**src/design/pic_pkg.sv**
```systemverilog
// ==========================================================================
// Shared widths, types and command codes of the single-device PIC core
// Fixed at eight request lines; only single mode with 8086 vectors
// ==========================================================================
package pic_pkg;

    localparam int IRQ_COUNT = 8;

    // One bit per request line
    typedef logic [IRQ_COUNT-1:0]         irq_vec_t;
    typedef logic [$clog2(IRQ_COUNT)-1:0] irq_level_t;
    typedef logic [7:0]                   data_byte_t;
    // T7..T3 of the 8086 vector
    typedef logic [4:0]                   vector_base_t;

    localparam irq_vec_t IMR_RESET_VALUE = '1;

    typedef enum logic [1:0] {READY, WAIT_ICW2, WAIT_ICW4} init_state_t;
    typedef enum logic [1:0] {IDLE, ACK1, ACK2} ack_state_t;
    typedef enum logic [1:0] {READ_IRR, READ_ISR, READ_IMR} rr_sel_t;

    // OCW2 bits 7..5
    localparam logic [2:0] OCW2_NONSPECIFIC_EOI = 3'b001;
    localparam logic [2:0] OCW2_SPECIFIC_EOI    = 3'b011;

    // Flag bits that tell ICW1, OCW2 and OCW3 apart at A0 = 0
    localparam int ICW1_FLAG_BIT = 4;
    localparam int OCW3_FLAG_BIT = 3;

endpackage

```
**src/design/pic_bus_interface.sv**
```systemverilog
// ==========================================================================
// CPU bus side: write strobes and the data_out mux
// Write strobes come two clocks after wr_n is sampled high again
// cs_n, a0 and data_in are captured while wr_n is low
// ==========================================================================
`timescale 1ns/100ps

module pic_bus_interface import pic_pkg::*; (
    input  logic       clock,
    input  logic       reset,
    input  logic       cs_n,
    input  logic       rd_n,
    input  logic       wr_n,
    input  logic       a0,
    input  logic       inta_n,
    input  data_byte_t data_in,
    input  irq_vec_t   irr,
    input  irq_vec_t   isr,
    input  irq_vec_t   imr,
    input  rr_sel_t    read_select,
    input  data_byte_t vector,
    input  logic       vector_enable,
    output logic       write_a0_low,
    output logic       write_a0_high,
    output data_byte_t write_data,
    output data_byte_t data_out,
    output logic       data_oe
);

    logic       wr_n_q;
    logic       wr_n_prev;
    logic       cs_n_q;
    logic       a0_q;
    data_byte_t data_q;
    logic       wr_rise;
    logic       read_enable;
    rr_sel_t    read_source;
    data_byte_t read_data;

    always_ff @(posedge clock or posedge reset) begin
        if (reset) begin
            wr_n_q    <= 1'b1;
            wr_n_prev <= 1'b1;
            cs_n_q    <= 1'b1;
            a0_q      <= 1'b0;
        end else begin
            wr_n_q    <= wr_n;
            wr_n_prev <= wr_n_q;
            if (!wr_n) begin
                cs_n_q <= cs_n;
                a0_q   <= a0;
            end
        end
    end

    always_ff @(posedge clock) begin
        if (!wr_n)
            data_q <= data_in;
    end

    assign wr_rise = wr_n_q & ~wr_n_prev & ~cs_n_q;

    always_ff @(posedge clock or posedge reset) begin
        if (reset) begin
            write_a0_low  <= 1'b0;
            write_a0_high <= 1'b0;
        end else begin
            write_a0_low  <= wr_rise & ~a0_q;
            write_a0_high <= wr_rise & a0_q;
        end
    end

    always_ff @(posedge clock) begin
        if (wr_rise)
            write_data <= data_q;
    end

    // A0 = 1 always reads the mask
    assign read_source = a0 ? READ_IMR : read_select;

    always_comb begin
        case (read_source)
            READ_ISR: read_data = isr;
            READ_IMR: read_data = imr;
            default:  read_data = irr;
        endcase
    end

    assign read_enable = ~rd_n & ~cs_n & inta_n;

    // Vector wins over readback
    assign data_out = vector_enable ? vector : read_data;
    assign data_oe  = vector_enable | read_enable;

endmodule

```
**src/design/pic_command_registers.sv**
```systemverilog
// ==========================================================================
// Initialization sequence and operation command words
// ICW3 is never expected; of ICW4 only AEOI is kept
// OCW words are dropped until the init sequence is complete
// ICW1 clears the mask, AEOI and the read select, as on the 8259
// ==========================================================================
`timescale 1ns/100ps

module pic_command_registers import pic_pkg::*; (
    input  logic         clock,
    input  logic         reset,
    input  logic         write_a0_low,
    input  logic         write_a0_high,
    input  data_byte_t   write_data,
    output logic         icw1_strobe,
    output logic         level_triggered,
    output logic         auto_eoi,
    output vector_base_t vector_base,
    output irq_vec_t     imr,
    output rr_sel_t      read_select,
    output logic         eoi_nonspecific,
    output logic         eoi_specific,
    output irq_level_t   eoi_level
);

    init_state_t init_state;
    logic        need_icw4;
    logic        ocw_low_write;
    logic        ocw1_write;
    logic        ocw2_write;
    logic        ocw3_write;
    logic        icw2_write;
    logic        icw4_write;

    // Word classification
    assign icw1_strobe   = write_a0_low & write_data[ICW1_FLAG_BIT];
    assign ocw_low_write = write_a0_low & ~write_data[ICW1_FLAG_BIT] & (init_state == READY);
    assign ocw2_write    = ocw_low_write & ~write_data[OCW3_FLAG_BIT];
    assign ocw3_write    = ocw_low_write & write_data[OCW3_FLAG_BIT];
    assign icw2_write    = write_a0_high & (init_state == WAIT_ICW2);
    assign icw4_write    = write_a0_high & (init_state == WAIT_ICW4);
    assign ocw1_write    = write_a0_high & (init_state == READY);

    always_ff @(posedge clock or posedge reset) begin
        if (reset) begin
            init_state <= READY;
        end else if (icw1_strobe) begin
            init_state <= WAIT_ICW2;
        end else begin
            case (init_state)
                WAIT_ICW2: if (icw2_write) init_state <= need_icw4 ? WAIT_ICW4 : READY;
                WAIT_ICW4: if (icw4_write) init_state <= READY;
                default:   init_state <= READY;
            endcase
        end
    end

    // ICW1: LTIM and IC4
    always_ff @(posedge clock or posedge reset) begin
        if (reset) begin
            level_triggered <= 1'b0;
            need_icw4       <= 1'b0;
        end else if (icw1_strobe) begin
            level_triggered <= write_data[3];
            need_icw4       <= write_data[0];
        end
    end

    always_ff @(posedge clock or posedge reset) begin
        if (reset)
            vector_base <= '0;
        else if (icw2_write)
            vector_base <= write_data[7:3];
    end

    always_ff @(posedge clock or posedge reset) begin
        if (reset)
            auto_eoi <= 1'b0;
        else if (icw1_strobe)
            auto_eoi <= 1'b0;
        else if (icw4_write)
            auto_eoi <= write_data[1];
    end

    always_ff @(posedge clock or posedge reset) begin
        if (reset)
            imr <= IMR_RESET_VALUE;
        else if (icw1_strobe)
            imr <= '0;
        else if (ocw1_write)
            imr <= write_data;
    end

    // OCW3: RR selects, RIS picks ISR over IRR
    always_ff @(posedge clock or posedge reset) begin
        if (reset)
            read_select <= READ_IRR;
        else if (icw1_strobe)
            read_select <= READ_IRR;
        else if (ocw3_write && write_data[1])
            read_select <= write_data[0] ? READ_ISR : READ_IRR;
    end

    assign eoi_nonspecific = ocw2_write & (write_data[7:5] == OCW2_NONSPECIFIC_EOI);
    assign eoi_specific    = ocw2_write & (write_data[7:5] == OCW2_SPECIFIC_EOI);
    assign eoi_level       = write_data[2:0];

endmodule

```
**src/design/pic_request_register.sv**
```systemverilog
// ==========================================================================
// Interrupt request register
// ir is expected synchronous to clock
// Edge mode holds a request until it is acknowledged or ICW1 is written
// ==========================================================================
`timescale 1ns/100ps

module pic_request_register import pic_pkg::*; (
    input  logic       clock,
    input  logic       reset,
    input  irq_vec_t   ir,
    input  logic       level_triggered,
    input  logic       icw1_strobe,
    input  logic       latch_in_service,
    input  irq_level_t ack_level,
    output irq_vec_t   irr
);

    irq_vec_t ir_prev;
    irq_vec_t ack_mask;

    assign ack_mask = latch_in_service ? (irq_vec_t'(1) << ack_level) : '0;

    always_ff @(posedge clock or posedge reset) begin
        if (reset) begin
            ir_prev <= '0;
            irr     <= '0;
        end else begin
            ir_prev <= ir;
            if (icw1_strobe)
                irr <= '0;
            else if (level_triggered)
                irr <= ir & ~ack_mask;
            else
                irr <= (irr | (ir & ~ir_prev)) & ~ack_mask;
        end
    end

endmodule

```
**src/design/pic_priority_service.sv**
```systemverilog
// ==========================================================================
// In-service register and fixed priority resolver, IR0 highest
// Fully nested only: a request wins only above every bit in service
// ==========================================================================
`timescale 1ns/100ps

module pic_priority_service import pic_pkg::*; (
    input  logic       clock,
    input  logic       reset,
    input  irq_vec_t   irr,
    input  irq_vec_t   imr,
    input  logic       icw1_strobe,
    input  logic       latch_in_service,
    input  irq_level_t ack_level,
    input  logic       ack_done,
    input  logic       auto_eoi,
    input  logic       eoi_nonspecific,
    input  logic       eoi_specific,
    input  irq_level_t eoi_level,
    output irq_vec_t   isr,
    output irq_vec_t   winning_request
);

    irq_vec_t pending;
    irq_vec_t pending_top;
    irq_vec_t isr_top;
    irq_vec_t priority_mask;
    irq_vec_t set_mask;
    irq_vec_t clear_mask;

    // Lowest set bit is the highest priority
    assign pending       = irr & ~imr;
    assign pending_top   = pending & (~pending + irq_vec_t'(1));
    assign isr_top       = isr & (~isr + irq_vec_t'(1));

    // Only levels strictly above the top bit in service may win
    assign priority_mask = (isr == '0) ? '1 : (isr_top - irq_vec_t'(1));

    assign winning_request = pending_top & priority_mask;

    assign set_mask = latch_in_service ? (irq_vec_t'(1) << ack_level) : '0;

    always_comb begin
        clear_mask = '0;
        if (eoi_nonspecific)
            clear_mask = clear_mask | isr_top;
        if (eoi_specific)
            clear_mask = clear_mask | (irq_vec_t'(1) << eoi_level);
        if (auto_eoi && ack_done)
            clear_mask = clear_mask | (irq_vec_t'(1) << ack_level);
    end

    always_ff @(posedge clock or posedge reset) begin
        if (reset)
            isr <= '0;
        else if (icw1_strobe)
            isr <= '0;
        else
            isr <= (isr & ~clear_mask) | set_mask;
    end

endmodule

```
**src/design/pic_ack_control.sv**
```systemverilog
// ==========================================================================
// Two-pulse INTA sequence, cpu_int and the 8086 vector
// inta_n is expected synchronous to clock
// An acknowledge with no winner returns IR7 and sets no ISR bit
// ==========================================================================
`timescale 1ns/100ps

module pic_ack_control import pic_pkg::*; (
    input  logic         clock,
    input  logic         reset,
    input  logic         inta_n,
    input  irq_vec_t     winning_request,
    input  vector_base_t vector_base,
    input  logic         icw1_strobe,
    output logic         cpu_int,
    output logic         latch_in_service,
    output irq_level_t   ack_level,
    output logic         ack_done,
    output data_byte_t   vector,
    output logic         vector_enable
);

    ack_state_t state;
    logic       inta_prev;
    logic       inta_fall;
    logic       inta_rise;

    function automatic irq_level_t encode_level(irq_vec_t onehot);
        irq_level_t level;
        level = irq_level_t'(IRQ_COUNT - 1);
        for (int i = IRQ_COUNT - 1; i >= 0; i--) begin
            if (onehot[i])
                level = irq_level_t'(i);
        end
        return level;
    endfunction

    always_ff @(posedge clock or posedge reset) begin
        if (reset)
            inta_prev <= 1'b1;
        else
            inta_prev <= inta_n;
    end

    assign inta_fall = inta_prev & ~inta_n;
    assign inta_rise = ~inta_prev & inta_n;

    always_ff @(posedge clock or posedge reset) begin
        if (reset) begin
            state            <= IDLE;
            latch_in_service <= 1'b0;
        end else begin
            latch_in_service <= 1'b0;
            if (icw1_strobe) begin
                state <= IDLE;
            end else begin
                case (state)
                    IDLE: begin
                        if (inta_fall) begin
                            state            <= ACK1;
                            latch_in_service <= (winning_request != '0);
                        end
                    end
                    ACK1:    if (inta_rise) state <= ACK2;
                    ACK2:    if (inta_rise) state <= IDLE;
                    default: state <= IDLE;
                endcase
            end
        end
    end

    // Level held for the whole sequence
    always_ff @(posedge clock) begin
        if (state == IDLE && inta_fall)
            ack_level <= encode_level(winning_request);
    end

    assign ack_done = (state == ACK2) & inta_rise;

    always_ff @(posedge clock or posedge reset) begin
        if (reset)
            cpu_int <= 1'b0;
        else if (icw1_strobe || ack_done)
            cpu_int <= 1'b0;
        else if (winning_request != '0)
            cpu_int <= 1'b1;
    end

    assign vector        = {vector_base, ack_level};
    assign vector_enable = (state == ACK2) & ~inta_n;

endmodule

```
**src/design/pic_top.sv**
```systemverilog
// ==========================================================================
// Single-device 8259-style interrupt controller, 8086 mode only
// No cascade, buffered mode, poll, rotation or special mask mode
// All bus inputs are expected synchronous to clock
// ==========================================================================
`timescale 1ns/100ps

module pic_top import pic_pkg::*; (
    input  logic       clock,
    input  logic       reset,
    input  logic       cs_n,
    input  logic       rd_n,
    input  logic       wr_n,
    input  logic       a0,
    input  data_byte_t data_in,
    input  irq_vec_t   ir,
    input  logic       inta_n,
    output data_byte_t data_out,
    output logic       data_oe,
    output logic       cpu_int
);

    logic         write_a0_low;
    logic         write_a0_high;
    data_byte_t   write_data;
    logic         icw1_strobe;
    logic         level_triggered;
    logic         auto_eoi;
    vector_base_t vector_base;
    irq_vec_t     imr;
    rr_sel_t      read_select;
    logic         eoi_nonspecific;
    logic         eoi_specific;
    irq_level_t   eoi_level;
    irq_vec_t     irr;
    irq_vec_t     isr;
    irq_vec_t     winning_request;
    logic         latch_in_service;
    irq_level_t   ack_level;
    logic         ack_done;
    data_byte_t   vector;
    logic         vector_enable;

    pic_bus_interface bus_interface_i (
        .clock(clock), .reset(reset), .cs_n(cs_n), .rd_n(rd_n), .wr_n(wr_n), .a0(a0),
        .inta_n(inta_n), .data_in(data_in), .irr(irr), .isr(isr), .imr(imr),
        .read_select(read_select), .vector(vector), .vector_enable(vector_enable),
        .write_a0_low(write_a0_low), .write_a0_high(write_a0_high),
        .write_data(write_data), .data_out(data_out), .data_oe(data_oe)
    );

    pic_command_registers command_registers_i (
        .clock(clock), .reset(reset), .write_a0_low(write_a0_low),
        .write_a0_high(write_a0_high), .write_data(write_data),
        .icw1_strobe(icw1_strobe), .level_triggered(level_triggered),
        .auto_eoi(auto_eoi), .vector_base(vector_base), .imr(imr),
        .read_select(read_select), .eoi_nonspecific(eoi_nonspecific),
        .eoi_specific(eoi_specific), .eoi_level(eoi_level)
    );

    pic_request_register request_register_i (
        .clock(clock), .reset(reset), .ir(ir), .level_triggered(level_triggered),
        .icw1_strobe(icw1_strobe), .latch_in_service(latch_in_service),
        .ack_level(ack_level), .irr(irr)
    );

    pic_priority_service priority_service_i (
        .clock(clock), .reset(reset), .irr(irr), .imr(imr), .icw1_strobe(icw1_strobe),
        .latch_in_service(latch_in_service), .ack_level(ack_level), .ack_done(ack_done),
        .auto_eoi(auto_eoi), .eoi_nonspecific(eoi_nonspecific),
        .eoi_specific(eoi_specific), .eoi_level(eoi_level),
        .isr(isr), .winning_request(winning_request)
    );

    pic_ack_control ack_control_i (
        .clock(clock), .reset(reset), .inta_n(inta_n),
        .winning_request(winning_request), .vector_base(vector_base),
        .icw1_strobe(icw1_strobe), .cpu_int(cpu_int),
        .latch_in_service(latch_in_service), .ack_level(ack_level),
        .ack_done(ack_done), .vector(vector), .vector_enable(vector_enable)
    );

endmodule

```
**config.mk**
```make
export PLATFORM = sky130hd
export DESIGN_NAME = pic_top
export DESIGN_NICKNAME = d
export VERILOG_FILES = /design/src/design/pic_pkg.sv /design/src/design/pic_bus_interface.sv /design/src/design/pic_command_registers.sv /design/src/design/pic_request_register.sv /design/src/design/pic_priority_service.sv /design/src/design/pic_ack_control.sv /design/src/design/pic_top.sv
export SDC_FILE = /design/constraint.sdc
export NUM_CORES = 1
export LEC_CHECK = 0
export ABC_CLOCK_PERIOD_IN_PS = 1600
export BUFFER_PORTS_ARGS = -buffer_cell sky130_fd_sc_hd__buf_2
export CAP_MARGIN = 5
export CORE_MARGIN = 10
export CORE_UTILIZATION = 53
export CTS_CLUSTER_SIZE = 20
export DETAILED_ROUTE_END_ITERATION = 8
export GPL_TIMING_DRIVEN = 0
export PLACE_DENSITY = 0.81
export SLEW_MARGIN = 40
export SYNTH_ARGS = -nofsm -noshare
export SYNTH_HDL_FRONTEND = slang
export SYNTH_SLANG_ARGS = --single-unit
```
**constraint.sdc**
```tcl
create_clock -name clock -period 1.6 [get_ports clock]
set_input_delay 0.4 -clock clock [delete_from_list [all_inputs] [get_ports clock]]
set_output_delay 0.4 -clock clock [all_outputs]
set_load 0.005 [all_outputs]
```
==> results of run 1 <==
==> critical path, delay by kind of cell (launching register included) <==
kind / cells / cell delay [ns]
compound gates: 2 / 0.22
buf+inv: 1 / 0.14
simple gates: 1 / 0.11
flops: 1 / 0.55
mux: 1 / 0.14
==> cell families after synthesis <==
| group | Yosys count |
|---|---|
| AOI/OAI and AO/OA | 74 |
| muxes | 25 |
| and+or+nand+nor | 117 |
| buffers and inverters | 26 |
| DFF | 73 |
==> area by class of cell <==
type	instances	area share [%]
buffer	11	1.538
clock buffer	10	3.253
clock inverter	6	2.158
inverter	13	1.242
multi-input combinational	216	36.22
sequential	73	45.83
tap	77	2.277
timing repair buffer	47	7.481
==> routing by layer <==
layer	GRT usage [%]	vias to the layer above	wire length (µm)
met5	0	-	0
met4	8.370	0	282
met3	5.082	32	553
met2	28.54	120	4266
met1	21.11	1335	3574
li1	-	1264	-
==> metrics by stage <==
step | setup slack, ns | instance area [µm²] | total power [W]
floorplan | 0.02612 | 3431 | 0.003621
global placement | -0.3936 | 3682 | 0.004031
detailed placement | -0.4254 | 3737 | 0.004105
CTS | -0.2835 | 4119 | 0.005847
global route | -0.3733 | 4232 | 0.006281
finish | -0.3139 | 4232 | 0.005977
==> registers in the layout (all words and copies together), names as in the netlist, 2 cells and up <==
register,flops
bus_interface_i.data_q,8
bus_interface_i.write_data,8
command_registers_i.imr,8
priority_service_i.isr,8
request_register_i.ir_prev,8
request_register_i.irr,8
command_registers_i.vector_base,5
ack_control_i.ack_level,3
ack_control_i.state,2
command_registers_i.init_state,2
==> final timing paths <==
path	endpoint	slack, ns
min reg2reg	bus_interface_i.wr_n_prev$_DFF_PP1_	0.37
max reg2reg	priority_service_i.isr[6]$_DFF_PP0_	-0.14
min	command_registers_i.vector_base[0]$_DFFE_PP0P_	0.05
max	data_out[0]	-0.31
min in group clock	request_register_i.ir_prev[5]$_DFF_PP0_	0.16
max in group asynchronous	ack_control_i.inta_prev$_DFF_PP1_	1.03
==> where the power goes <==
part	switching, W	leakage (nW)	total (W)	internal (W)
logic	0.000797	0.824	0.00149	0.000689
clock network	0.000709	0.105	0.00163	0.000921
registers	0.000469	0.818	0.00286	0.00239
==> cell usage in the layout (no fill, tap or decap), types with 4 or more instances in the layout <==
cell / n
dfrtp_1: 40
buf_2: 33
nand2_1: 30
nor2_1: 29
a21oi_1: 20
edfxtp_1: 19
mux2i_1: 18
dfstp_2: 12
buf_4: 12
inv_1: 11
nor2b_1: 10
clkbuf_8: 10
nand2b_1: 8
o21ai_0: 8
o21ai_1: 8
mux2_2: 7
clkbuf_2: 6
nand3_1: 5
nor3_1: 4
nor3b_1: 4
clkinvlp_4: 4
==> repair_timing <==
action	4_1_cts	5_1_grt
pin swaps	8	11
gates resized for setup	28	23
cloned	1	0
hold endpoints to repair	0	0
endpoints found under the setup margin	39	32
setup buffers	10	4
==> flow_metrics.py, run 1 <==
metrics = {
    "detailed_routing": {
        "route.detailed.vias_per_inst": 6.073,
        "postRouteAntennaNets": 0,
        "post_drt_wl_per_cell_um": 19.16,
        "route.vias.total": 2751,
        "drt_first_iter_violations": 210,
        "drc": 0,
        "detailedRoute.firstPassIterationCount": 5,
        "drt_wl_total_um": 8678,
    },
    "floorplan": {
        "floorplan.rows": 29,
        "floorplan.die.width_um": 100.3,
        "floorplan.die_area_um2": 10060,
        "die_height_um": 100.3,
        "core_area_um2": 6314,
        "boundaryPins": 33,
        "floorplan.initialDensity_pct": 54.12,
    },
    "cts": {
        "cts.root.buffer_cell": "clkbuf_8",
        "post_cts_hold_buffer_count": 0,
        "cts_max_level": 3,
        "insertion_delay_ns": 0.36,
        "cts_tree": "yes",
        "cts_buffer_depth": 2,
        "cts_made_buffers": 9,
        "clock_sink_count": 73,
        "clk_pin_slew_ns": 0.08,
    },
    "global_route": {
        "grt_antenna_before_repair": 0,
        "grt-ovfl-total": 0,
        "grt_pass1_wl_um": 14100,
        "grt_max_degree": 25,
        "grt_pass1_vias": 2785,
        "grt_usage_pct": 17.64,
    },
    "placement": {
        "gp_congestion": 0.9550,
        "placement.io_buffers": 31,
        "number_of_instances_in_the_placed_design": 425,
        "dpl.hpwl_um": 6011,
    },
    "setup_path": {
        "critical_path.startpoint": "priority_service_i.isr[0]$_DFF_PP0_",
        "critPathRequiredTime_ns": 1.20,
        "path_class": "flop to output pin",
        "cp_slowest_stage_delay_ns": 0.55,
        "crit_path_top_delay_cell": "dfrtp_1",
        "worst-endpoint-arrival_ns": 1.51,
        "worstPathCellList": "mux2i_1, nor2_1, a21oi_1, o21ai_1, buf_2",
        "timing.critical_path.from_type": "flop",
        "r2r_cells": 4,
        "worstReg2RegStart": "priority_service_i.isr[1]$_DFF_PP0_",
        "critPathCaptureType": "output pin",
        "worstPathMaxFanout": 7,
    },
    "sta": {
        "postLayoutSetupSlackWorst_ns": -0.3139,
        "setup_viol": 15,
        "slew_at_the_pin_with_the_worst_max_slew_slack_ns": 0.6973,
        "setup-tns-final_ns": -2.996,
        "final.period_utilization_pct": 119.6,
        "fin_worst_skew_ns": 0.006766,
        "rsz0062_at_grt": "yes",
        "maxSlewViolCount": 0,
        "max_fclk_ghz": 0.5225,
        "timing.slew.headroom_pct": 53.31,
        "fin_worst_hold_slack_ns": 0.04658,
        "hold_violations": 0,
        "min_period_ns": 1.914,
    },
    "status": {
        "status": "complete, but fails checks",
        "failed_checks": "negative setup slack",
    },
    "finish": {
        "multiInputGateArea_um2": 1533,
        "layout.cells.non_filler": 453,
        "final_core_util_pct": 67.02,
        "num_antenna_cells": 0,
        "fill_cells": 476,
        "nNetsFinal": 394,
        "storage_cell_area_um2": 1939,
        "syn_to_final_growth_pct": 23.84,
        "layout-drive-gt1-share_pct": 32.45,
    },
    "power_and_ir_drop": {
        "power.density_cell_area_nw_per_um2": 1413,
        "largest_vdd_supply_drop_uv": 971.4,
        "leakagePower_nw": 1.747,
    },
    "synth": {
        "synth_flop_cell": "dfrtp_1",
        "mappedNetlistArea_um2": 3417,
        "synth_largest_type_area_fraction_pct": 30.76,
        "synth_top_family_by_area": "simple AND/OR/NAND/NOR gates",
        "ys_seq_elements": 73,
        "synthesis.yosys.warnings": 0,
        "synthSimpleGateAreaFrac_pct": 18.13,
        "ys_seq_area_share_pct": 56.68,
        "syn-mean-instance-area_um2": 10.85,
        "synth_edf_count": 19,
        "syn-instance-count": 315,
        "synth.area.top_cells": "dfrtp_1, edfxtp_1, dfstp_2",
        "synth_xor_area_share_pct": 0,
        "yosys.cell_types.count": 48,
        "synth_area_in_compound_gates_pct": 14.65,
        "synth.top_cells.by_count": "dfrtp_1, nand2_1, nor2_1, a21oi_1, edfxtp_1",
        "async_flop_share_pct": 73.97,
        "syn_nets": 338,
        "adder_and_majority_gate_portion_of_the_synthesized_area_pct": 0,
        "synth_top_cell_by_area": "dfrtp_1",
        "post_synth_mux_area_share_pct": 7.580,
        "post-synth-top-count-cell": "dfrtp_1",
    },
    "run": {
        "max-cap-violations": 0,
    },
    "hold_path": {
        "worstHoldPathType": "primary input to asynchronous set/reset pin",
    },
}
No activity file was read; power rests on OpenSTA's default activity.
==> run 2: changes to the inputs <==
--- a/config.mk
+++ b/config.mk
@@ -7,13 +7,12 @@
 export LEC_CHECK = 0
 export ABC_CLOCK_PERIOD_IN_PS = 1600
 export BUFFER_PORTS_ARGS = -buffer_cell sky130_fd_sc_hd__buf_2
-export CAP_MARGIN = 5
 export CORE_MARGIN = 10
 export CORE_UTILIZATION = 53
 export CTS_CLUSTER_SIZE = 20
 export DETAILED_ROUTE_END_ITERATION = 8
 export GPL_TIMING_DRIVEN = 0
-export PLACE_DENSITY = 0.81
+export PLACE_DENSITY = 0.87
 export SLEW_MARGIN = 40
 export SYNTH_ARGS = -nofsm -noshare
 export SYNTH_HDL_FRONTEND = slang
==> run 2 against run 1 <==
Net effect: the flow still finishes with violations (negative setup slack); sequential cell count is the same; clock power down 11%; worst setup slack worse by 0.061 ns; highest routed layer unchanged; final area down 3.3%; register-to-register slack improved by 0.10 ns; final cell count fell by 0.44%; worst hold slack gained 0.10 ns; first-iteration DRC count is 40% higher; critical path type unchanged.
==> flow_metrics.py, run 2 (same netlist as run 1, synthesis figures left out) <==
metrics = {
    "status": {
        "status": "complete, but fails checks",
        "failed_checks": "negative setup slack",
    },
    "setup_path": {
        "worst-path-stages": 6,
        "cp_slowest_stage_delay_ns": 0.40,
        "path_class": "flop to output pin",
        "timing.critical_path.from_type": "flop",
        "r2r_cells": 5,
        "critical_path.startpoint": "command_registers_i.read_select[0]$_DFFE_PP0P_",
        "critPathRequiredTime_ns": 1.20,
        "timing.critical_path.max_delay_family": "flip-flops",
        "worstPathCellList": "buf_6, mux2i_2, nor2_1, a21oi_1, o21ai_1, buf_2",
        "worstPathMaxFanout": 5,
        "worstReg2RegStart": "command_registers_i.init_state[0]$_DFFE_PP0P_",
        "worst-endpoint-arrival_ns": 1.58,
        "worst-path-buf-inv": 2,
        "r2r_setup_slack_ns": -0.04,
        "critPathCaptureType": "output pin",
        "crit_path_top_delay_cell": "dfrtp_1",
    },
    "detailed_routing": {
        "detailedRoute.firstPassIterationCount": 5,
        "drt_wl_total_um": 8526,
        "route.vias.total": 2728,
        "route.detailed.vias_per_inst": 6.049,
        "drc": 0,
        "post_drt_wl_per_cell_um": 18.90,
        "postRouteAntennaNets": 0,
        "drt_first_iter_violations": 294,
    },
    "hold_path": {
        "worstHoldPathType": "primary input to flop",
        "worstHoldPathCells": 1,
        "holdCritStartpoint": "ir[5]",
    },
    "cts": {
        "cts_tree": "yes",
        "cts_made_buffers": 9,
        "cts_buffer_depth": 2,
        "insertion_delay_ns": 0.36,
        "cts.root.buffer_cell": "clkbuf_8",
        "clk_pin_slew_ns": 0.08,
        "cts_max_level": 3,
        "clock_sink_count": 73,
    },
    "floorplan": {
        "boundaryPins": 33,
        "floorplan.die.width_um": 100.3,
        "die_height_um": 100.3,
        "floorplan.die_area_um2": 10060,
        "floorplan.rows": 29,
        "floorplan.initialDensity_pct": 54.12,
        "core_area_um2": 6314,
    },
    "sta": {
        "max_fclk_ghz": 0.5063,
        "setup-tns-final_ns": -3.031,
        "maxSlewViolCount": 0,
        "rsz0062_at_grt": "yes",
        "min_period_ns": 1.975,
        "setup_viol": 12,
        "timing.slew.headroom_pct": 53.30,
        "postLayoutSetupSlackWorst_ns": -0.3751,
        "hold_violations": 0,
        "final.period_utilization_pct": 123.4,
        "slew_at_the_pin_with_the_worst_max_slew_slack_ns": 0.6975,
        "fin_worst_skew_ns": 0.007776,
        "fin_worst_hold_slack_ns": 0.1506,
    },
    "power_and_ir_drop": {
        "p_total_w": 0.005691,
        "power.density_cell_area_nw_per_um2": 1391,
        "leakagePower_nw": 1.696,
        "largest_vdd_supply_drop_uv": 880.7,
    },
    "global_route": {
        "grt_antenna_before_repair": 0,
        "grt_pass1_wl_um": 13940,
        "grt_max_degree": 27,
        "grt_usage_pct": 17.56,
        "grt_pass1_vias": 2821,
        "grt-ovfl-total": 0,
    },
    "finish": {
        "num_antenna_cells": 0,
        "layout.cells.non_filler": 451,
        "nNetsFinal": 392,
        "syn_to_final_growth_pct": 19.74,
        "fill_cells": 506,
        "most-common-layout-cells": "dfrtp_1, nand2_1, buf_2",
        "final_core_util_pct": 64.80,
        "layout_commonest_cell": "dfrtp_1",
        "layout-drive-gt1-share_pct": 27.81,
    },
    "placement": {
        "gp_congestion": 0.9826,
        "dpl.hpwl_um": 6022,
        "placement.io_buffers": 31,
        "number_of_instances_in_the_placed_design": 425,
    },
    "run": {
        "max-cap-violations": 0,
    },
}
## run 2: layer usage
metal	wire length [µm]	share of wire, %	up-vias	track usage [%]
met4	277	3.2	0	9.891
met3	475	5.6	28	3.159
met1	3539	42	1330	21.28
met5	0	0	-	0
met2	4233	50	114	28.78
li1	-	-	1256	-
## run 2: final cells by class
type	instances	area [µm²]	area share (%)
flip-flops and latches	73	1939	47.40
multi-input cells	216	1465	35.81
repair buffers	44	280.3	6.850
clock buffers	9	123.9	3.028
well taps	77	96.34	2.355
clock inverters	7	71.32	1.743
plain buffers	12	62.56	1.529
inverters	13	52.55	1.284
## run 2: where the power goes
group	internal, W	leakage [nW]	switching, W
clock network	0.000716	0.0929	0.000735
registers	0.00239	0.818	0.000455
logic	0.000647	0.785	0.000747
## run 2: path summary, 6_finish.rpt
kind | to
max in group asynchronous | bus_interface_i.wr_n_q$_DFF_PP1_
min in group asynchronous | command_registers_i.read_select[0]$_DFFE_PP0P_
worst max register to register | priority_service_i.isr[3]$_DFF_PP0_
worst min-delay path | request_register_i.ir_prev[5]$_DFF_PP0_
worst min register to register | bus_interface_i.wr_n_prev$_DFF_PP1_
worst max-delay path | data_out[4]
## run 2: metrics by stage
step / cell area [µm²] / worst slack [ns]
global placement: 3682 / -0.3892
detailed placement: 3722 / -0.4189
floorplan: 3431 / 0.02612
CTS: 4050 / -0.3517
finish: 4091 / -0.3751
global route: 4091 / -0.4318
## run 2: what timing repair did
action	CTS	global route
gates cloned	1	0
hold buffers	1	0
resized for setup	17	16
setup endpoints to repair	32	41
hold endpoints to repair	1	0
pin swaps	6	8
setup buffers	8	2
